**config.mk**
```make
export PLATFORM = sky130hd
export DESIGN_NAME = game_timer
export DESIGN_NICKNAME = d
export VERILOG_FILES = /design/src/game_timer.sv
export SDC_FILE = /design/constraint.sdc
export NUM_CORES = 1
export LEC_CHECK = 0
export ABC_AREA = 1
export BUFFER_PORTS_ARGS = -buffer_cell sky130_fd_sc_hd__buf_2
export CAP_MARGIN = 20
export CORE_MARGIN = 2
export CORE_UTILIZATION = 65
export DETAILED_ROUTE_END_ITERATION = 8
export HOLD_SLACK_MARGIN = 0.12
export PLACE_DENSITY = 0.82
export SLEW_MARGIN = 10
export SYNTH_ARGS = -nofsm -noshare
export SYNTH_HDL_FRONTEND = slang
export SYNTH_SLANG_ARGS = --single-unit
```
**constraint.sdc**
```tcl
create_clock -name clk_25MHz -period 4.2 [get_ports clk_25MHz]
set_input_delay 0.63 -clock clk_25MHz [delete_from_list [all_inputs] [get_ports clk_25MHz]]
set_output_delay 0.63 -clock clk_25MHz [all_outputs]
set_load 0.1 [all_outputs]
```
**src/game_timer.sv**
```systemverilog
`timescale 1ns/1ps

module game_timer #(
    parameter int TICK_DIV     = 5_000_000,
    parameter int SPIKE_PERIOD = 8,
    parameter int SPIKE_ARMED  = 1
) (
    input  logic clk_25MHz,
    input  logic rst,
    output logic tick,
    output logic spike_on
);

    localparam int DIV_W   = (TICK_DIV > 1) ? $clog2(TICK_DIV) : 1;
    localparam int PHASE_W = (SPIKE_PERIOD > 1) ? $clog2(SPIKE_PERIOD) : 1;

    logic [DIV_W-1:0]   div_cnt;
    logic [PHASE_W-1:0] phase;      // ticks seen, mod SPIKE_PERIOD
    logic [PHASE_W-1:0] phase_nxt;

    assign tick      = (div_cnt == DIV_W'(TICK_DIV - 1));
    assign phase_nxt = (phase == PHASE_W'(SPIKE_PERIOD - 1)) ? '0 : phase + 1'b1;

    always_ff @(posedge clk_25MHz or posedge rst) begin
        if (rst) begin
            div_cnt  <= '0;
            phase    <= '0;
            spike_on <= 1'b0;
        end else begin
            div_cnt <= tick ? '0 : div_cnt + 1'b1;
            if (tick) begin
                phase    <= phase_nxt;
                spike_on <= (phase_nxt >= PHASE_W'(SPIKE_PERIOD - SPIKE_ARMED)); // tail of cycle
            end
        end
    end

    // every consumer expects a single-cycle strobe
    a_tick_single: assert property (@(posedge clk_25MHz) disable iff (rst) tick |=> !tick)
        else $error("game_timer: tick high on two consecutive cycles");

endmodule

```
==> insert_results.sql <==
INSERT INTO impl_metrics (metric_group, metric, value, unit) VALUES
('clock_tree', 'clkLatencyLatePin', '0.33', 'ns'),
('layout', 'multiInputGateArea', '785', 'um2'),
('pwr', 'share_comb_of_total_power', '0.022', ''),
('synthesis', 'synthCells', '199', ''),
('synthesis', 'syn-cell-area', '0.00156', 'mm2'),
('setup_path', 'required', '3.57', 'ns'),
('setup_path', 'critical-path-slowest-cell', 'sky130_fd_sc_hd__dfrtp_1', ''),
('clock_tree', 'clock_tree_from_tritoncts', 'built', ''),
('sta', 'timing.max_slew.rel_slack', '0.678', ''),
('synthesis', 'synth_seq_cells', '27', ''),
('clock_tree', 'post_cts_repair_setup_buffers', '0', ''),
('synthesis', 'synth_seq_area_share', '0.433', ''),
('flow_run', 'max_cap_viol_count', '0', ''),
('layout', 'sequential_cell_area', '676', 'um2'),
('setup_path', 'crit_path_frequent_cell', 'sky130_fd_sc_hd__nand2_4', ''),
('global_route', 'grt_antenna_before_repair', '0', ''),
('pwr', 'leakagePower', '0.848', 'nW'),
('synthesis', 'number_of_distinct_library_cell_variants_in_the_gate_level_netlist_after_synthesis', '21', ''),
('layout', 'antenna_cells_inserted', '0', ''),
('route', 'dr.first_iter.drc_count', '34', ''),
('clock_tree', 'h-tree-depth', '1', ''),
('floorplan', 'die-height', '53.0', 'um'),
('pwr', 'power.internal', '0.000299', 'W'),
('clock_tree', 'cts_buffer_depth', '2', ''),
('setup_path', 'worstPathArrival', '2.21', 'ns'),
('placement', 'routabilityCongestion', '0.850', ''),
('clock_tree', 'number_of_buffers_inserted_for_hold_repair_after_clock_tree_synthesis', '0', ''),
('global_route', 'grt-ovfl-total', '0', ''),
('placement', 'dpl.hpwl', '2.23', 'mm'),
('pwr', 'clock_power_share', '0.296', ''),
('placement', 'dp_slack', '1.74', 'ns'),
('layout', 'drive_gt1_frac', '0.140', ''),
('sta', 'maxClockFrequency', '0.352', 'GHz'),
('setup_path', 'critical_path.max_stage_delay', '0.46', 'ns'),
('global_route', 'gr_usage_total', '0.246', ''),
('pwr', 'ir_drop', '0.213', 'mV'),
('sta', 'fin_tns_setup', '0', 'ns'),
('sta', 'period_share', '0.676', ''),
('sta', 'timing_hold_violations_final', '0', ''),
('setup_path', 'setup.worst_path.start_class', 'register', ''),
('pwr', 'sequentialPowerShare', '0.682', ''),
('sta', 'period_needed', '2.84', 'ns'),
('placement', 'place.port_buffers', '3', ''),
('floorplan', 'core_area', '0.00223', 'mm2'),
('sta', 'finalWorstSetupSlack', '1.36', 'ns'),
('sta', 'worst-slew-pin-transition', '0.486', 'ns'),
('pwr', 'finalPower', '0.000381', 'W'),
('route', 'via_per_inst', '5.41', ''),
('floorplan', 'die_area', '0.00281', 'mm2'),
('layout', 'fillCellCount', '164', ''),
('global_route', 'grt_start_max_net_pins', '28', ''),
('route', 'drtPass1Iterations', '5', ''),
('pwr', 'netsw', '0.0000827', 'W'),
('route', 'route.detailed.wl_per_inst', '12.6', 'um'),
('route', 'num_vias', '1272', ''),
('clock_tree', 'cts-buffers-inserted', '3', ''),
('route', 'routed_wirelength', '2.97', 'mm'),
('synthesis', 'yosys_warnings', '0', ''),
('global_route', 'grt_pass1_wl', '4.99', 'mm'),
('outcome', 'run_status', 'completed', ''),
('floorplan', 'boundaryPins', '4', ''),
('layout', 'syn2layout_area_growth', '6.74', '%'),
('clock_tree', 'clkSinkCount', '27', ''),
('sta', 'final.setup_skew', '0.00620', 'ns'),
('setup_path', 'crit_path_cell_trace', 'ha_1, nand2_2, nor2_4, nand2_4, nor2_8, nand2_4, inv_6, buf_2', ''),
('synthesis', 'postSynthNetCount', '205', ''),
('pwr', 'power.density_cell_area', '229', 'mW/mm2'),
('layout', 'finish.net_count', '214', ''),
('synthesis', 'syn-mean-instance-area', '7.83', 'um2'),
('route', 'antenna_left', '0', ''),
('floorplan', 'die_width', '53.0', 'um');
-- power by group through the flow --
stage / Sequential [W] / Combinational [W] / Clock (W)
after floorplan: 0.000265 / 0.00000386 / 0
after global placement: 0.000265 / 0.00000544 / 0
after detailed placement: 0.000265 / 0.00000565 / 0
after CTS: 0.000260 / 0.00000566 / 0.000113
after global routing: 0.000260 / 0.00000962 / 0.000122
final: 0.000260 / 0.00000849 / 0.000113
-- worst paths after layout --
path	from	endpoint	slack [ns]	cells past startpoint
max in group asynchronous	rst	div_cnt[20]	3.48	3
hold / removal	rst	div_cnt[5]	0.27	2
setup reg to reg	div_cnt[0]	phase[1]	2.62	8
min in group clk_25MHz	spike_on	spike_on	0.49	2
hold reg to reg	spike_on	spike_on	0.49	2
setup / recovery	div_cnt[0]	tick	1.36	8
-- worst max-delay path, delay by kind of cell (launching register included) --
kind | cells | cell delay, ns
adder cells (fa/ha/maj) | 1 | 0.25
buffers and inverters | 2 | 0.54
AND/OR/NAND/NOR | 5 | 0.62
flip-flops | 1 | 0.46
-- cells in the mapped netlist --
cell type | instances | area share
sky130_fd_sc_hd__nand2_1 | 50 | 0.12
sky130_fd_sc_hd__nor2_1 | 33 | 0.079
sky130_fd_sc_hd__dfrtp_1 | 27 | 0.43
sky130_fd_sc_hd__inv_1 | 22 | 0.053
sky130_fd_sc_hd__nand3_1 | 16 | 0.051
sky130_fd_sc_hd__nor2_2 | 12 | 0.048
sky130_fd_sc_hd__xor2_1 | 12 | 0.067
sky130_fd_sc_hd__nand4_1 | 5 | 0.020
sky130_fd_sc_hd__ha_1 | 4 | 0.032
sky130_fd_sc_hd__inv_2 | 2 | 0.0048
sky130_fd_sc_hd__nand2_4 | 2 | 0.014
sky130_fd_sc_hd__nand3b_1 | 2 | 0.0096
sky130_fd_sc_hd__nor2_4 | 2 | 0.014
sky130_fd_sc_hd__nor3_1 | 2 | 0.0064
sky130_fd_sc_hd__xnor2_1 | 2 | 0.011
sky130_fd_sc_hd__a21oi_1 | 1 | 0.0032
sky130_fd_sc_hd__inv_6 | 1 | 0.0056
sky130_fd_sc_hd__nand2_2 | 1 | 0.0040
sky130_fd_sc_hd__nor2_8 | 1 | 0.013
sky130_fd_sc_hd__o21ai_0 | 1 | 0.0032
sky130_fd_sc_hd__o21bai_1 | 1 | 0.0048
-- sequential cells by signal (all words and copies together) (netlist names) --
name,cells
div_cnt,23
phase,3
spike_on,1
-- kinds of logic (layout without fill, tap and decap cells) --
| kind of cell | count (synthesis) | count (layout) | synth area share |
|---|---|---|---|
| AO/OA/AOI/OAI | 3 | 3 | 0.0112 |
| flip-flops | 27 | 27 | 0.433 |
| XOR/XNOR | 14 | 14 | 0.0787 |
| AND/OR/NAND/NOR | 126 | 126 | 0.381 |
| buffers and inverters | 25 | 33 | 0.0634 |
| adder cells (fa/ha/maj) | 4 | 4 | 0.0321 |
-- area by class of cell --
class,count,area share
Clock buffer,3,0.0135
Timing Repair Buffer,4,0.0256
Tap cell,28,0.0211
Clock inverter,1,0.00301
Sequential cell,27,0.406
Inverter,25,0.0594
Multi-Input combinational cell,147,0.471
-- stage by stage --
stage / area, um2 / instances
after floorplan: 1560 / 199
after global placement: 1610 / 230
after detailed placement: 1610 / 230
after CTS: 1640 / 234
after global routing: 1660 / 235
final: 1660 / 235
-- placed cells by master, fill, tap and decap left out, drive strengths merged, types with 3 or more instances in the layout --
cell	instances
nand2	53
nor2	48
dfrtp	27
inv	25
nand3	16
xor2	12
nand4	5
ha	4
buf	4
clkbuf	3
-- layer usage --
metal	wire length, um	track usage	vias up
li1	-	-	637
met1	1320	0.286	603
met2	1510	0.435	25
met3	78	0.0395	7
met4	53	0.120	0
met5	0	0	-
(Power assumes the default switching activity.)
