## config.mk

```make
export PLATFORM = sky130hd
export DESIGN_NAME = button_debounce
export DESIGN_NICKNAME = d
export VERILOG_FILES = /design/src/button_debounce.sv
export SDC_FILE = /design/constraint.sdc
export NUM_CORES = 1
export LEC_CHECK = 0
export BUFFER_PORTS_ARGS = -buffer_cell sky130_fd_sc_hd__buf_2
export CORE_ASPECT_RATIO = 0.8
export CORE_MARGIN = 10
export CORE_UTILIZATION = 50
export CTS_BUF_LIST = sky130_fd_sc_hd__clkbuf_4 sky130_fd_sc_hd__clkbuf_8
export DETAILED_ROUTE_END_ITERATION = 10
export HOLD_SLACK_MARGIN = 0.03
export PLACE_DENSITY_LB_ADDON = 0.3
export SLEW_MARGIN = 20
export SYNTH_ARGS = -nofsm -noshare
export SYNTH_HDL_FRONTEND = slang
export SYNTH_SLANG_ARGS = --single-unit
```

## constraint.sdc

```tcl
create_clock -name clk_25MHz -period 4.3 [get_ports clk_25MHz]
set_input_delay 0.86 -clock clk_25MHz [delete_from_list [all_inputs] [get_ports clk_25MHz]]
set_output_delay 0.86 -clock clk_25MHz [all_outputs]
set_load 0.01 [all_outputs]
```

## src/button_debounce.sv

```systemverilog
`timescale 1ns/1ps

module button_debounce #(
    parameter int DEBOUNCE_LEN = 250_000
) (
    input  logic clk_25MHz,
    input  logic rst,
    input  logic raw,
    output logic pulse
);

    localparam int CNT_W = $clog2(DEBOUNCE_LEN + 1);

    // consecutive high samples, saturates so a held button fires once
    logic [CNT_W-1:0] stable_cnt;

    always_ff @(posedge clk_25MHz or posedge rst) begin
        if (rst) begin
            stable_cnt <= '0;
            pulse      <= 1'b0;
        end else begin
            // fire on the sample that completes the stable run
            pulse <= raw && (stable_cnt == CNT_W'(DEBOUNCE_LEN - 1));
            if (!raw) begin
                stable_cnt <= '0;    // any low sample restarts the run
            end else if (stable_cnt != CNT_W'(DEBOUNCE_LEN)) begin
                stable_cnt <= stable_cnt + 1'b1;
            end
        end
    end

endmodule

```

==> flow_summary.json <==
{
  "min_delay_startpoint": "stable_cnt[16]$_DFFE_PP0P_",
  "port_buffers": 3,
  "nNetsFinal": 114,
  "finalCritPeriodShare_pct": 49.1,
  "root_buffer": "sky130_fd_sc_hd__clkbuf_4",
  "power_switching_share_pct": 22.7,
  "max_slew_margin_pct": 52.3,
  "die_width_um": 69.8,
  "post-cts-setup-buffers": 0,
  "cp_max_fo": 6,
  "route.detailed.drc": 0,
  "post_route_cells_drive_above_1_share_pct": 10.2,
  "filler_cell_count": 171,
  "multiInputGateArea_um2": 473,
  "via_per_inst": 5.62,
  "postSynthNetCount": 109,
  "track_usage_pct": 10.0,
  "ir_worst_vdd_v": 0.000194,
  "wl_met2_um": 884,
  "post-route-min-period_ns": 2.11,
  "clock_tree.buffer_depth": 2,
  "routed_wire_length_per_instance_um": 14.9,
  "floorplan.rows": 14,
  "comb_power_share_pct": 4.8,
  "top_area_cells_in_the_synthesized_netlist": "sky130_fd_sc_hd__dfrtp_1, sky130_fd_sc_hd__xnor2_1, sky130_fd_sc_hd__nand3_1",
  "synth_cell_type_count": 28,
  "cts_made_buffers": 3,
  "critical_path_required_ns": 4.52,
  "post_synth_most_frequent_cells": "sky130_fd_sc_hd__dfrtp_1, sky130_fd_sc_hd__nor2_1, sky130_fd_sc_hd__nand3_1",
  "total_leakage_power_nw": 0.422,
  "synth.top_cell.area_share_pct": 48.0,
  "critical_path.reg2reg.endpoint": "stable_cnt[0]$_DFFE_PP0P_",
  "layout-area-overhead-vs-synth_pct": 6.31,
  "setup_viol_count_final": 0,
  "worst_clock_skew_ns": 0.0107,
  "dieArea_mm2": 0.00417,
  "clkPwrFrac_pct": 32.6,
  "final_antenna_net_count": 0,
  "highest_layer": "met4",
  "firstDrtPassIters": 4,
  "grt.overflow.total": 0,
  "synth-edff-count": 0,
  "insertedDiodeCount": 0,
  "met3_routed_wl_um": 82,
  "first_iter_violations": 23,
  "top_level_ports": 4,
  "worstHoldEndpoint": "stable_cnt[16]$_DFFE_PP0P_",
  "die_h_um": 59.8,
  "detailroute.via_count": 742,
  "hp-class": "reg2reg",
  "intPower_uw": 227,
  "skew_pair_late_insertion_delay_ns": 0.30,
  "max_freq_mhz": 474,
  "synth-main-ff-cell": "sky130_fd_sc_hd__dfrtp_1",
  "grt_max_degree": 20,
  "yosys.cell_count.top_type": "sky130_fd_sc_hd__dfrtp_1",
  "synth.avg_cell_area_um2": 9.53,
  "power_frac_seq_pct": 62.5,
  "number_of_register_bits_inferred_by_synthesis": 19,
  "antenna_violations_before_repair": 0,
  "cts_hold_buffers": 0,
  "timing.critical_path.to_type": "flop",
  "cellPowerDensity_mw_per_mm2": 279,
  "cts_max_level": 1,
  "whs_path_depth": 2,
  "setup.worst_path.class": "reg2reg",
  "synth-async-reset-ratio_pct": 100,
  "postSynthCellCount": 104,
  "regToRegStartpoint": "stable_cnt[10]$_DFFE_PP0P_",
  "grt_setup_unrepaired": "false",
  "worst_pin_slew_ns": 0.715,
  "clock_sink_count": 19,
  "seq_area_frac_synth_pct": 48.0,
  "worstPathArrival_ns": 2.33,
  "cts_tree": "done",
  "seq_area_um2": 475,
  "final_weighted_congestion_of_routability_driven_global_placement": 0.782,
  "final-max-slew-violation-count": 0,
  "start_kind": "flop",
  "grt_pass1_wl_mm": 3.31,
  "largest_area_contributor_in_the_synthesized_netlist": "sky130_fd_sc_hd__dfrtp_1",
  "final_hold_viol_count": 0,
  "synth_area_um2": 991,
  "worstRegToRegCells": 4,
  "ctsResizeCount": 0,
  "met1_length_um": 962,
  "place.detailed.hpwl_mm": 1.40,
  "fin_tns_setup_ns": 0,
  "core_mm2": 0.00187,
  "grt_pass1_vias": 700,
  "clkTransAtPathRegs_ns": 0.11,
  "setup.reg_to_reg.worst_slack_ns": 2.19,
  "total_power_uw": 294,
  "drt-total-wl_mm": 1.97,
  "start_util_pct": 52.9,
  "p_sw_uw": 66.7,
  "maxCapViolCount": 0,
  "outcome": "complete, no violations",
  "ys_warn_count": 0
}
cell type report:
cell class                 count  share of cell area [%]
timing repair buffer           3                    1.43
sequential                    19                    45.1
clock buffer                   4                    2.85
tap                           24                    2.85
multi-input combinational     74                    44.9
inverter                       8                    2.85
registers in the layout (all words and copies together) (netlist names):
signal and cells:
stable_cnt 18, pulse 1
worst max-delay path, stage by stage, from the launching register on:
cell                      delay [ns]
sky130_fd_sc_hd__dfrtp_1        0.43
sky130_fd_sc_hd__or4b_1         0.52
sky130_fd_sc_hd__or4_4          0.56
sky130_fd_sc_hd__or3_1          0.36
sky130_fd_sc_hd__a21oi_1        0.17
worst max path at each step:
stage | startpoint | endpoint | slack, ns
floorplan | stable_cnt[10]$_DFFE_PP0P_ | stable_cnt[0]$_DFFE_PP0P_ | 2.32
global placement | stable_cnt[10]$_DFFE_PP0P_ | stable_cnt[0]$_DFFE_PP0P_ | 2.26
detailed placement | stable_cnt[10]$_DFFE_PP0P_ | stable_cnt[0]$_DFFE_PP0P_ | 2.20
CTS | stable_cnt[10]$_DFFE_PP0P_ | stable_cnt[0]$_DFFE_PP0P_ | 2.19
global route | stable_cnt[10]$_DFFE_PP0P_ | stable_cnt[0]$_DFFE_PP0P_ | 2.10
finish | stable_cnt[10]$_DFFE_PP0P_ | stable_cnt[0]$_DFFE_PP0P_ | 2.19
placed cells by master, fill, tap and decap left out:
| cell type | n |
|---|---|
| sky130_fd_sc_hd__nor4_1 | 2 |
| sky130_fd_sc_hd__xnor2_1 | 6 |
| sky130_fd_sc_hd__o2111ai_1 | 1 |
| sky130_fd_sc_hd__or2b_1 | 1 |
| sky130_fd_sc_hd__nand3_1 | 9 |
| sky130_fd_sc_hd__or2_2 | 2 |
| sky130_fd_sc_hd__xor2_1 | 5 |
| sky130_fd_sc_hd__or3_1 | 3 |
| sky130_fd_sc_hd__nand4_1 | 4 |
| sky130_fd_sc_hd__dfrtp_1 | 19 |
| sky130_fd_sc_hd__inv_1 | 7 |
| sky130_fd_sc_hd__buf_2 | 3 |
| sky130_fd_sc_hd__o21ai_0 | 3 |
| sky130_fd_sc_hd__or4b_1 | 2 |
| sky130_fd_sc_hd__or4_1 | 2 |
| sky130_fd_sc_hd__nand2_1 | 2 |
| sky130_fd_sc_hd__nor3_1 | 3 |
| sky130_fd_sc_hd__clkinv_1 | 1 |
| sky130_fd_sc_hd__and3_1 | 3 |
| sky130_fd_sc_hd__nand2b_1 | 1 |
| sky130_fd_sc_hd__clkbuf_4 | 4 |
| sky130_fd_sc_hd__o31ai_1 | 3 |
| sky130_fd_sc_hd__and4_2 | 1 |
| sky130_fd_sc_hd__or4_4 | 1 |
| sky130_fd_sc_hd__mux2i_1 | 1 |
| sky130_fd_sc_hd__ha_1 | 2 |
| sky130_fd_sc_hd__a21oi_1 | 5 |
| sky130_fd_sc_hd__nor2_1 | 12 |
per-stage QoR:
stage / util (%) / hold slack, ns / worst slack [ns] / cells / cell area [um^2]
CTS: 56.2 / 0.561 / 2.19 / 132 / 1050
floorplan: - / 0.510 / 2.32 / 104 / 991
global route: 56.2 / 0.598 / 2.10 / 132 / 1050
global placement: 54.6 / 0.531 / 2.26 / 128 / 1020
finish: 56.2 / 0.553 / 2.19 / 132 / 1050
detailed placement: 54.6 / 0.542 / 2.20 / 128 / 1020
layer usage:
metal  vias to the layer above  track usage, %
met1                       353            12.5
met5                         -               0
met4                         0            4.21
met2                        12            15.4
met3                         4            3.81
li1                        373               -
cell families after synthesis:
group / count (synthesis) / share of synthesized area [%]
adders and majority gates: 2 / 2.52
muxes: 1 / 1.01
AOI/OAI and AO/OA: 12 / 7.20
DFF: 19 / 48.0
buffers and inverters: 11 / 4.29
and+or+nand+nor: 48 / 27.3
xor gates and xnor gates: 11 / 9.72
power groups by stage:
stage	combinational, mW	clock (mW)	sequential [mW]
detailed placement	0.0142	0	0.187
finish	0.0142	0.0958	0.184
CTS	0.0143	0.0995	0.184
floorplan	0.0101	0	0.186
global route	0.0170	0.108	0.184
global placement	0.0138	0	0.187
No activity file was read; power rests on OpenSTA's default activity.
