--- src/game_pkg.sv ---
package game_pkg;

    // ==================================================
    // tile and scene encodings
    // ==================================================
    typedef enum logic [3:0] {
        tile_empty   = 4'h0,  // must stay zero
        tile_spike   = 4'h1,
        tile_gate_1  = 4'h2,
        tile_gate_2  = 4'h3,
        tile_gate_3  = 4'h4,
        tile_plate_1 = 4'h5,
        tile_plate_2 = 4'h6,
        tile_plate_3 = 4'h7,
        tile_exit    = 4'h8,
        tile_wall    = 4'h9
    } tile_t;

    typedef enum logic [1:0] {
        scene_start = 2'd0,
        scene_play  = 2'd1,
        scene_lose  = 2'd2
    } scene_t;

    typedef struct packed {
        logic left;
        logic right;
        logic jump;
    } player_cmd_t;

    // top-left corner of the 32x32 sprite, in pixels
    typedef struct packed {
        logic [9:0] x;
        logic [9:0] y;
    } player_pos_t;

    typedef logic [2:0] gate_mask_t;  // bit k-1 set = gate k open

    // ==================================================
    // geometry
    // ==================================================
    localparam logic [9:0] TILE_SIZE   = 10'd32;
    localparam logic [9:0] MAP_COLS    = 10'd20;
    localparam logic [9:0] MAP_ROWS    = 10'd15;
    localparam logic [9:0] SCREEN_W    = 10'd640;
    localparam logic [9:0] FLOOR_Y     = 10'd416;
    localparam logic [9:0] STEP        = 10'd5;
    localparam logic [9:0] JUMP_HEIGHT = 10'd64;
    localparam logic [9:0] CEILING_Y   = 10'd10;
    localparam logic [9:0] FOOT_INSET  = 10'd4;

    localparam player_pos_t P1_START = '{x: 10'd32, y: 10'd320};
    localparam player_pos_t P2_START = '{x: 10'd32, y: 10'd416};

    // fixed level, column 0 sits in the top nibble of each row
    function automatic tile_t tile_at(input logic [4:0] row, input logic [4:0] col);
        logic [79:0] r;
        case (row)
            5'd1:    r = {{10{tile_empty}}, {10{tile_wall}}};
            5'd3, 5'd5, 5'd7:
                     r = {{10{tile_wall}}, {10{tile_empty}}};
            5'd9:    r = {{7{tile_empty}}, tile_gate_1, {4{tile_empty}}, tile_gate_2,
                          {4{tile_empty}}, tile_gate_3, tile_empty, tile_exit};
            5'd10:   r = {{5{tile_empty}}, tile_spike, tile_empty, tile_gate_1,
                          {4{tile_empty}}, tile_gate_2, {4{tile_empty}}, tile_gate_3,
                          tile_empty, tile_exit};
            5'd11:   r = {{2{tile_wall}}, {3{tile_plate_1}}, {15{tile_wall}}};
            5'd13:   r = {{3{tile_empty}}, tile_spike, tile_empty, tile_gate_1,
                          {9{tile_empty}}, {5{tile_plate_3}}};
            5'd14:   r = {{5{tile_wall}}, {5{tile_plate_1}}, {5{tile_plate_2}}, {5{tile_wall}}};
            default: r = '0;  // open rows
        endcase
        if (row >= MAP_ROWS) return tile_wall;    // below the map counts as floor
        if (col >= MAP_COLS) return tile_empty;
        return tile_t'(r[(MAP_COLS - 10'd1 - col) * 4 +: 4]);
    endfunction

    function automatic logic is_solid(input tile_t t, input gate_mask_t gates);
        case (t)
            tile_gate_1: return !gates[0];
            tile_gate_2: return !gates[1];
            tile_gate_3: return !gates[2];
            tile_plate_1, tile_plate_2, tile_plate_3, tile_exit, tile_wall:
                return 1'b1;
            default: return 1'b0;  // empty and spike
        endcase
    endfunction

endpackage

--- src/scene_fsm.sv ---
`timescale 1ns/1ps

module scene_fsm #(
    parameter int LOSE_TICKS = 25
) (
    input  logic             clk_25MHz,
    input  logic             rst,
    input  logic             tick,
    input  logic             start_pulse,
    input  logic             spike_hit,
    output game_pkg::scene_t scene
);

    import game_pkg::*;

    localparam int LOSE_W = $clog2(LOSE_TICKS + 1);

    logic [LOSE_W-1:0] lose_cnt;  // ticks spent in scene_lose

    always_ff @(posedge clk_25MHz or posedge rst) begin
        if (rst) begin
            scene    <= scene_start;
            lose_cnt <= '0;
        end else begin
            case (scene)
                scene_start: if (start_pulse) scene <= scene_play;
                scene_play:  if (spike_hit) scene <= scene_lose;
                scene_lose: begin
                    if (tick) begin
                        if (lose_cnt == LOSE_W'(LOSE_TICKS - 1)) begin
                            scene    <= scene_start;
                            lose_cnt <= '0;
                        end else begin
                            lose_cnt <= lose_cnt + 1'b1;
                        end
                    end
                end
                default: scene <= scene_start;
            endcase
        end
    end

    a_scene_legal: assert property (@(posedge clk_25MHz) disable iff (rst)
        scene inside {scene_start, scene_play, scene_lose})
        else $error("scene_fsm: illegal scene encoding");

endmodule

--- config.mk ---
export PLATFORM = sky130hd
export DESIGN_NAME = scene_fsm
export DESIGN_NICKNAME = d
export VERILOG_FILES = /design/src/game_pkg.sv /design/src/scene_fsm.sv
export SDC_FILE = /design/constraint.sdc
export NUM_CORES = 1
export LEC_CHECK = 0
export BUFFER_PORTS_ARGS = -buffer_cell sky130_fd_sc_hd__buf_4
export CAP_MARGIN = 0
export CORE_AREA = 10 10 47 49
export CTS_BUF_LIST = sky130_fd_sc_hd__clkbuf_16
export DETAILED_ROUTE_END_ITERATION = 12
export DIE_AREA = 0 0 57 59
export PLACE_DENSITY_LB_ADDON = 0.05
export SYNTH_ARGS = -nofsm -noshare
export SYNTH_HDL_FRONTEND = slang
export SYNTH_SLANG_ARGS = --single-unit
--- constraint.sdc ---
create_clock -name clk_25MHz -period 1.1 [get_ports clk_25MHz]
set_input_delay 0.055 -clock clk_25MHz [delete_from_list [all_inputs] [get_ports clk_25MHz]]
set_output_delay 0.055 -clock clk_25MHz [all_outputs]
set_load 0.01 [all_outputs]
==> results by group, run 1 <==
Worst setup path
  • Buf/Inv on CP: 2
  • CP peak stage delay: 0.38 ns
  • Req. time, crit path: 1.23 ns
  • Crit. path cell count: 5
  • Worst reg2reg path depth: 5
  • Crit path from: lose_cnt[1]$_DFFE_PP0P_
  • Worst setup EP type: register
  • Critical Path AT: 1.42 ns
  • Top delay family on crit path: simple AND/OR/NAND/NOR gates
  • Crit Path Category: reg -> reg
  • Worst R2R Setup Slack: -0.19 ns
  • Worst-path cell with the longest stage delay: dfrtp_1
  • R2r endpoint: lose_cnt[3]$_DFFE_PP0P_
  • End point of the critical path: lose_cnt[3]$_DFFE_PP0P_
  • CP max FO: 3
  • Worst-path cell chain: buf_6 > buf_4 > nand4_1 > or3_1 > o211ai_1
  • Reg2reg start: lose_cnt[1]$_DFFE_PP0P_
  • Startpoint types: register

Job
  • Max cap viols: 0

Die
  • DIE WIDTH: 57 µm
  • IO Count: 7
  • Row cnt: 14
  • Core Area: 1400 µm²
  • Die height: 59 µm
  • Starting density of the core: 27.2%
  • Die area: 3360 µm²

STA
  • Tmin final: 1.29 ns
  • Final setup viols: 5
  • Final setup margin: -0.187 ns
  • Period utilization: 117%
  • Final Max Tran Viols: 0
  • Max Clock Freq: 777 MHz
  • Skew final: 0.00241 ns
  • Hold Violations, Final: 0
  • Worst-margin pin slew: 0.266 ns
  • Relative slew slack: 82.2%
  • RSZ-0062 raised after global routing: true

Final layout
  • Most common cell after layout, fill and taps aside: buf_4
  • Share of layout cells above drive strength 1: 51.6%
  • Most frequent cells in the layout: buf_4, dfrtp_1, nand2_1
  • Multi-input gate area: 243 µm²
  • Register area: 175 µm²
  • ANT cells: 0
  • Final core occ: 49.6%
  • Filler cells: 134
  • Area Growth Syn to Fin: 82.3%
  • Nets@finish: 72

Clock tree
  • H-tree levels: 1
  • CTS Buf Count: 3
  • Clk Latency, worst-skew pair: 0.23 ns
  • CTS tree: built
  • Clk sink count: 7
  • Clk slew on worst S/H paths: 0.04 ns
  • Max clock buf depth: 2
  • Root Driver: clkbuf_16

Synthesis
  • Post-Syn Instances: 39
  • Mapped Avg Cell Area: 9.79 µm²
  • Seq/Total Area, Yosys: 45.9%
  • Post-Syn Nets: 46
  • Number of synthesized register bits: 7
  • Netlist Area Pre-Place: 382 µm²
  • Yosys warnings: 0
  • Distinct cells, synth: 17

Drt
  • Routed Antenna Nets: 0
  • TritonRoute pass-1 iters: 2
  • Final WL: 976 µm
  • Initial DRC count: 1
  • Drt wl/cell: 12.2 µm
  • Via density: 4.70
  • DRC violations left: 0
  • Via count: 376

Status
  • Status: finished, violations left
  • Failing checks: negative setup slack

Global routing
  • Pin count of the biggest net entering global routing: 8
  • First-pass GRT wire length: 1.70 mm
  • Vias in the first global route: 420
  • Global Route Usage Sum: 6.42%
  • Initial antenna violation count: 0
  • GR Overflow Total: 0

Placed design
  • IO buf count: 6
  • Gp weighted congestion: 0.686
  • Post-detail-place hpwl: 690 µm

Power
  • Static leakage: 0.335 nW
  • PnR Total Power: 1.93 mW
  • PwrDens: 2770 nW/µm²
  • Worst vdd ir: 1.35 mV

Worst hold path
  • Worst min path class: in -> reg
==> metal layers <==
layer  share of wire [%]  global-route usage, %
met5                   0                      0
met4                   0                   4.03
met3                 4.7                   3.43
met2                  53                   10.5
met1                  43                   6.24
==> stage by stage <==
step / hold WS, ns / cell area (µm²) / TNS [ns] / setup slack, ns / std cells
detailed placement: 0.0143 / 505 / -1.01 / -0.239 / 67
CTS: 0.0696 / 649 / -0.774 / -0.176 / 77
floorplan: -0.142 / 395 / -0.261 / -0.0586 / 39
finish: 0.0659 / 696 / -0.761 / -0.187 / 80
global placement: 0.00850 / 505 / -0.854 / -0.180 / 67
global route: 0.0810 / 696 / -1.13 / -0.272 / 80
==> logic make-up after synthesis <==
group	count (synthesis)	share of synthesized area (%)
AO/OA/AOI/OAI	6	9.18
multiplexers	2	5.57
flip-flops	7	45.9
buffers and inverters	4	3.93
adder cells (fa/ha/maj)	2	6.56
AND/OR/NAND/NOR	18	28.8
==> Yosys cell counts, drive strengths merged <==
master / number / area share [%]
o211ai: 2 / 3.9
nand2b: 2 / 5.2
inv: 4 / 3.9
nand3b: 2 / 3.9
or3: 3 / 4.9
mux2i: 1 / 2.6
nand3: 1 / 1.3
nor2: 1 / 0.98
o21ai: 4 / 5.2
nor3b: 1 / 3.3
nand4: 2 / 3.3
nand2: 6 / 5.9
ha: 2 / 6.6
dfrtp: 7 / 46
mux2: 1 / 3.0
==> final cells by class <==
| cell class | count | share of cell area (%) |
|---|---|---|
| Tap cell | 16 | 2.88 |
| Multi-Input combinational cell | 28 | 34.9 |
| Timing Repair Buffer | 21 | 23.6 |
| Inverter | 4 | 2.16 |
| Sequential cell | 7 | 25.2 |
| Clock inverter | 1 | 0.540 |
| Clock buffer | 3 | 10.8 |
==> sequential cells by signal (all words and copies together) (netlist names) <==
name / flops
lose_cnt: 5
scene: 2
==> repair_timing <==
item / in CTS / in global routing
hold buffers: 1 / 0
endpoints found under the setup margin: 6 / 5
pin swaps: 7 / 7
endpoints found under the hold margin: 7 / 0
resized for setup: 4 / 5
setup buffers: 5 / 3
==> report_power, final <==
part | internal, mW | leakage, nW | switching [mW]
registers | 0.353 | 0.0812 | 0.109
logic | 0.510 | 0.211 | 0.348
clock network | 0.472 | 0.0423 | 0.134
==> worst reg2reg max path: cells and delay by family (launching register included) <==
kind,cells,cell delay [ns]
AO/OA/AOI/OAI,1,0.11
buffers and inverters,2,0.21
flip-flops,1,0.38
AND/OR/NAND/NOR,2,0.48
==> how the worst min path moves through the flow <==
| stage | to | slack [ns] | from | cells after the start |
|---|---|---|---|---|
| 5_1_grt | scene[1]$_DFFE_PP0P_ | 0.08 | spike_hit | 3 |
| 6_report | scene[0]$_DFFE_PP0P_ | 0.07 | start_pulse | 3 |
| 3_5_place_dp | lose_cnt[4]$_DFFE_PP0P_ | 0.01 | rst | 2 |
| 4_1_cts | scene[0]$_DFFE_PP0P_ | 0.07 | start_pulse | 3 |
| 2_1_floorplan | lose_cnt[0]$_DFFE_PP0P_ | -0.14 | rst | 1 |
| 3_3_place_gp | lose_cnt[3]$_DFFE_PP0P_ | 0.009 | rst | 2 |
Note: power is estimated with default switching activity, not from simulation.
==> run 2, diff against run 1 <==
- CTS_BUF_LIST: sky130_fd_sc_hd__clkbuf_16 -> default
==> results by group, run 2 (synthesis results as in run 1) <==
Status
  • Status: finished, violations left
  • Failing checks: negative setup slack

Drt
  • Routed Antenna Nets: 0
  • Via density: 4.70
  • Final WL: 943 µm
  • DRC violations left: 0
  • TritonRoute pass-1 iters: 2
  • Via count: 376
  • Drt wl/cell: 11.8 µm
  • Initial DRC count: 10

Global routing
  • Vias in the first global route: 411
  • Global Route Usage Sum: 6.07%
  • Initial antenna violation count: 0
  • GR Overflow Total: 0
  • First-pass GRT wire length: 1.62 mm
  • Pin count of the biggest net entering global routing: 8

STA
  • Final setup margin: -0.191 ns
  • Worst-margin pin slew: 0.268 ns
  • Max Clock Freq: 774 MHz
  • Final setup viols: 5
  • Hold Violations, Final: 0
  • RSZ-0062 raised after global routing: true
  • Skew final: 0.00190 ns
  • Final Max Tran Viols: 0
  • Hold_ws: 0.0428 ns
  • Relative slew slack: 82.1%
  • Tmin final: 1.29 ns
  • Period utilization: 117%

Clock tree
  • H-tree levels: 1
  • CTS Buf Count: 3
  • Root Driver: clkbuf_4
  • Clk slew on worst S/H paths: 0.05 ns
  • CTS tree: built
  • Clk sink count: 7
  • Max clock buf depth: 2
  • Clk Latency, worst-skew pair: 0.25 ns

Placed design
  • Placed cells: 67
  • Gp weighted congestion: 0.686
  • Post-detail-place hpwl: 690 µm
  • Pre-CTS WS: -0.239 ns
  • IO buf count: 6
  • Cell area after placement: 505 µm²

Worst setup path
  • CP max FO: 3
  • Worst R2R Setup Slack: -0.19 ns
  • CP peak stage delay: 0.39 ns
  • Critical Path AT: 1.45 ns
  • Reg2reg start: lose_cnt[1]$_DFFE_PP0P_
  • R2r endpoint: lose_cnt[3]$_DFFE_PP0P_
  • Worst-path cell chain: buf_6 > buf_4 > nand4_1 > or3_1 > o211ai_1
  • Startpoint types: register
  • Worst setup EP type: register
  • Buf/Inv on CP: 2
  • Crit Path Category: reg -> reg
  • Req. time, crit path: 1.26 ns
  • Worst-path cell with the longest stage delay: dfrtp_1
  • Top delay family on crit path: simple AND/OR/NAND/NOR gates
  • Worst reg2reg path depth: 5

Final layout
  • Non-Filler Cell Area, Final: 643 µm²
  • Most common cell after layout, fill and taps aside: buf_4
  • Largest register by flop count: lose_cnt
  • Cell Count, Final, Fillers Out: 80
  • Area Growth Syn to Fin: 68.5%
  • Filler cells: 145
  • Max reg flops: 5
  • Share of layout cells above drive strength 1: 51.6%
  • Most frequent cells in the layout: buf_4, dfrtp_1, nand2_1
  • Top Registers: lose_cnt: 5 flops, scene: 2 flops
  • ANT cells: 0
  • Nets@finish: 72

Power
  • Worst vdd ir: 1.04 mV
  • PnR Total Power: 1.55 mW
  • Static leakage: 0.308 nW
  • PwrDens: 2420 nW/µm²

Worst hold path
  • Hold worst-path end: scene[0]$_DFFE_PP0P_
  • Worst min path class: in -> reg
  • Hold_sp: start_pulse
  • WHS Path Cells: 3

Die
  • IO Count: 7
  • Row cnt: 14
  • Die area: 3360 µm²
  • Core Area: 1400 µm²
  • Starting density of the core: 27.2%
  • DIE WIDTH: 57 µm
  • Die height: 59 µm

Job
  • Max cap viols: 0
-- run 2: area by class of cell --
cell class | instances | area, µm² | area share, %
multi-input combinational | 28 | 243 | 37.7
sequential | 7 | 175 | 27.2
timing repair buffer | 21 | 164 | 25.5
clock buffer | 4 | 26.3 | 4.09
tap | 16 | 20.0 | 3.11
inverter | 4 | 15.0 | 2.33
-- run 2: tightest hold or removal path, delay by kind of cell --
family	cells	cell delay, ns
and+or+nand+nor	1	0.07
muxes	1	0.05
buffers and inverters	1	0.07
-- run 2: metrics by stage --
stage	TNS, ns	utilization, %
final	-0.790	45.9
after global routing	-1.07	45.9
after CTS	-0.785	42.6
after detailed placement	-1.01	36.1
after global placement	-0.854	36.1
after floorplan	-0.261	-
-- run 2: worst max path at each step --
stage	startpoint	end	slack, ns	cells after the start
5_1_grt	lose_cnt[1]$_DFFE_PP0P_	lose_cnt[4]$_DFFE_PP0P_	-0.25	5
3_3_place_gp	lose_cnt[0]$_DFFE_PP0P_	lose_cnt[4]$_DFFE_PP0P_	-0.18	5
2_1_floorplan	lose_cnt[0]$_DFFE_PP0P_	lose_cnt[3]$_DFFE_PP0P_	-0.06	5
3_5_place_dp	lose_cnt[0]$_DFFE_PP0P_	lose_cnt[3]$_DFFE_PP0P_	-0.24	5
6_report	lose_cnt[1]$_DFFE_PP0P_	lose_cnt[3]$_DFFE_PP0P_	-0.19	5
4_1_cts	lose_cnt[0]$_DFFE_PP0P_	lose_cnt[4]$_DFFE_PP0P_	-0.18	6
-- run 2: power breakdown --
group	internal, mW	total (mW)	switching (mW)
sequential	0.352	0.460	0.107
clock	0.139	0.235	0.0966
combinational	0.512	0.860	0.348
total	1.00	1.55	0.552
-- run 2: what timing repair did --
action                     4_1_cts  5_1_grt
pin swaps                        7        7
hold buffers                     1        0
gates resized for setup          4        5
setup buffers                    5        3
hold endpoints to repair         7        0
setup endpoints to repair        6        5
-- run 2: layer usage --
metal  vias to the layer above  GRT usage (%)  routed length, µm
met3                         2           2.79                 42
li1                        187              -                  -
met1                       178           6.12                401
met4                         0           4.03                 12
met2                         9           9.92                487
met5                         -              0                  0
==> run 3, diff against run 2 <==
- ABC_AREA: default -> 1
- RECOVER_POWER: default -> 25
==> results by group, run 3 <==
Synthesis
  • Synth top area cells: dfrtp_1, nand2_1, inv_1, ha_1, nand3_1
  • Post-Syn Instances: 50
  • Synth Area in XOR/XNOR: 2.27%
  • Seq/Total Area, Yosys: 45.3%
  • Top-count cell post-synth: nand2_1
  • Area share of fa/ha/maj cells after synthesis: 6.47%
  • Area share of the leading cell type in the synthesized netlist: 45.3%
  • Netlist Area Pre-Place: 387 µm²
  • Top post-synthesis cells by count: nand2_1, inv_1, dfrtp_1, nor2_1, nand3_1
  • Distinct cells, synth: 14
  • Synth Area in Simple Gates: 30.1%
  • Post-synth ARST share: 100%
  • Post-synthesis mux area share: 0%
  • Yosys warnings: 0
  • Largest family of logic cells by synthesized area: simple AND/OR/NAND/NOR gates
  • Mapped Avg Cell Area: 7.73 µm²
  • Compound-gate portion of the synthesized area: 7.12%
  • EDFF count, synth: 0
  • Yosys top cell by area: dfrtp_1
  • Number of synthesized register bits: 7
  • Post-Syn Nets: 57
  • Dominant synthesized flop cell: dfrtp_1

Final layout
  • Most frequent cells in the layout: buf_4, nand2_1, dfrtp_1
  • Most common cell after layout, fill and taps aside: buf_4
  • Multi-input gate area: 235 µm²
  • Max reg flops: 5
  • Nets@finish: 78
  • ANT cells: 0
  • Share of layout cells above drive strength 1: 45.7%
  • Area Growth Syn to Fin: 58.9%
  • Register area: 176 µm²
  • Largest register by flop count: lose_cnt
  • Top Registers: lose_cnt: 5 flops, scene: 2 flops
  • Filler cells: 152

Power
  • Worst vdd ir: 1.11 mV
  • PnR Total Power: 1.55 mW
  • Static leakage: 0.309 nW
  • PwrDens: 2520 nW/µm²

STA
  • Period utilization: 98.5%
  • Relative slew slack: 81.3%
  • Skew final: 0.00161 ns
  • Final setup viols: 0
  • Worst-margin pin slew: 0.281 ns
  • Tmin final: 1.08 ns
  • Final Max Tran Viols: 0
  • Total negative slack: 0 ns
  • Hold Violations, Final: 0
  • RSZ-0062 raised after global routing: true
  • Max Clock Freq: 923 MHz
  • Final setup margin: 0.0162 ns

Die
  • Core Area: 1400 µm²
  • Starting density of the core: 27.6%
  • DIE WIDTH: 57 µm
  • Die area: 3360 µm²
  • IO Count: 7
  • Row cnt: 14
  • Die height: 59 µm

Clock tree
  • CTS Buf Count: 3
  • Clk sink count: 7
  • Clk slew on worst S/H paths: 0.05 ns
  • CTS tree: built
  • Clk Latency, worst-skew pair: 0.24 ns
  • H-tree levels: 1
  • Root Driver: clkbuf_4
  • Max clock buf depth: 2

Global routing
  • First-pass GRT wire length: 1.44 mm
  • Vias in the first global route: 349
  • Initial antenna violation count: 0
  • GR Overflow Total: 0
  • Global Route Usage Sum: 5.25%
  • Pin count of the biggest net entering global routing: 8

Worst setup path
  • Critical Path AT: 1.27 ns
  • R2r endpoint: lose_cnt[2]$_DFFE_PP0P_
  • CP max FO: 3
  • Reg2reg start: lose_cnt[0]$_DFFE_PP0P_
  • Crit path from: lose_cnt[0]$_DFFE_PP0P_
  • Worst R2R Setup Slack: 0.02 ns
  • Crit Path Category: reg -> reg
  • Req. time, crit path: 1.28 ns
  • Worst reg2reg path depth: 5
  • Worst setup EP type: register
  • Startpoint types: register

Placed design
  • Pre-CTS WS: -0.0169 ns
  • Post-detail-place hpwl: 678 µm
  • Gp weighted congestion: 0.733
  • IO buf count: 6

Drt
  • Initial DRC count: 10
  • Routed Antenna Nets: 0
  • Final WL: 921 µm
  • Drt wl/cell: 10.7 µm
  • Via density: 4.33
  • Via count: 372
  • DRC violations left: 0
  • TritonRoute pass-1 iters: 4

Worst hold path
  • Hold_sp: spike_hit
  • WHS Path Cells: 2
  • Hold worst-path end: scene[0]$_DFFE_PP0P_
  • Worst min path class: in -> reg

Status
  • Status: finished, final reports clean

Job
  • Max cap viols: 0
run 3: cell types whose count changed in the layout (fill, tap and decap cells not counted), sizes merged, moves of 3 or more:
cell | previous run | this run
buf | 20 | 14
nand2 | 6 | 12
inv | 4 | 9
nand3 | 1 | 5
nor2 | 1 | 5
or3 | 3 | 0
run 3: kinds of logic after synthesis:
logic type / count (synthesis)
buffers and inverters: 9
AOI/OAI and AO/OA: 5
DFF: 7
adders and majority gates: 2
and+or+nand+nor: 26
xor gates and xnor gates: 1
run 3: cell type report:
type,instances,area share [%]
repair buffers,16,20.0
well taps,16,3.26
inverters,9,5.50
clock buffers,4,4.28
flip-flops and latches,7,28.7
multi-input cells,34,38.3
run 3: through the flow:
stage | area (µm²) | util (%) | std cells | hold slack, ns
floorplan | 387 | - | 50 | -0.142
finish | 614 | 43.8 | 86 | 0.00588
CTS | 551 | 39.3 | 84 | 0.00136
detailed placement | 504 | 36.0 | 79 | 0.0169
global route | 614 | 43.8 | 86 | 0.00262
global placement | 504 | 36.0 | 79 | 0.0133
run 3: what timing repair did:
action                                 4_1_cts  5_1_grt
buffers inserted                             0        2
endpoints found under the hold margin        7        0
hold buffers                                 1        0
pin swaps                                    0        4
setup endpoints to repair                    3        5
gates resized for setup                      3       14
run 3: worst max-delay path by stage:
| stage | to | cells after the start |
|---|---|---|
| detailed placement | lose_cnt[4]$_DFFE_PP0P_ | 6 |
| CTS | scene[1]$_DFFE_PP0P_ | 7 |
| finish | lose_cnt[2]$_DFFE_PP0P_ | 5 |
| global route | lose_cnt[2]$_DFFE_PP0P_ | 5 |
| floorplan | lose_cnt[3]$_DFFE_PP0P_ | 7 |
| global placement | lose_cnt[4]$_DFFE_PP0P_ | 6 |
run 3: critical path, stage by stage, from the launching register on:
cell and delay [ns]:
dfrtp_1 0.39, buf_4 0.15, ha_4 0.16, xor2_1 0.17, nand3_1 0.09, nand2_1 0.06
run 3: where the power goes:
| group | leakage [nW] | internal (mW) | switching, mW |
|---|---|---|---|
| sequential | 0.0857 | 0.377 | 0.101 |
| clock | 0.0150 | 0.138 | 0.0894 |
| combinational | 0.208 | 0.432 | 0.410 |
run 3: routing by layer:
| metal | global-route usage, % | vias to the layer above | wire (µm) | share of wire (%) |
|---|---|---|---|---|
| met3 | 1.50 | 0 | 33 | 3.6 |
| met4 | 4.03 | 0 | 0 | 0 |
| met2 | 7.60 | 4 | 451 | 49 |
| met5 | 0 | - | 0 | 0 |
| met1 | 6.38 | 167 | 436 | 47 |
| li1 | - | 201 | - | - |
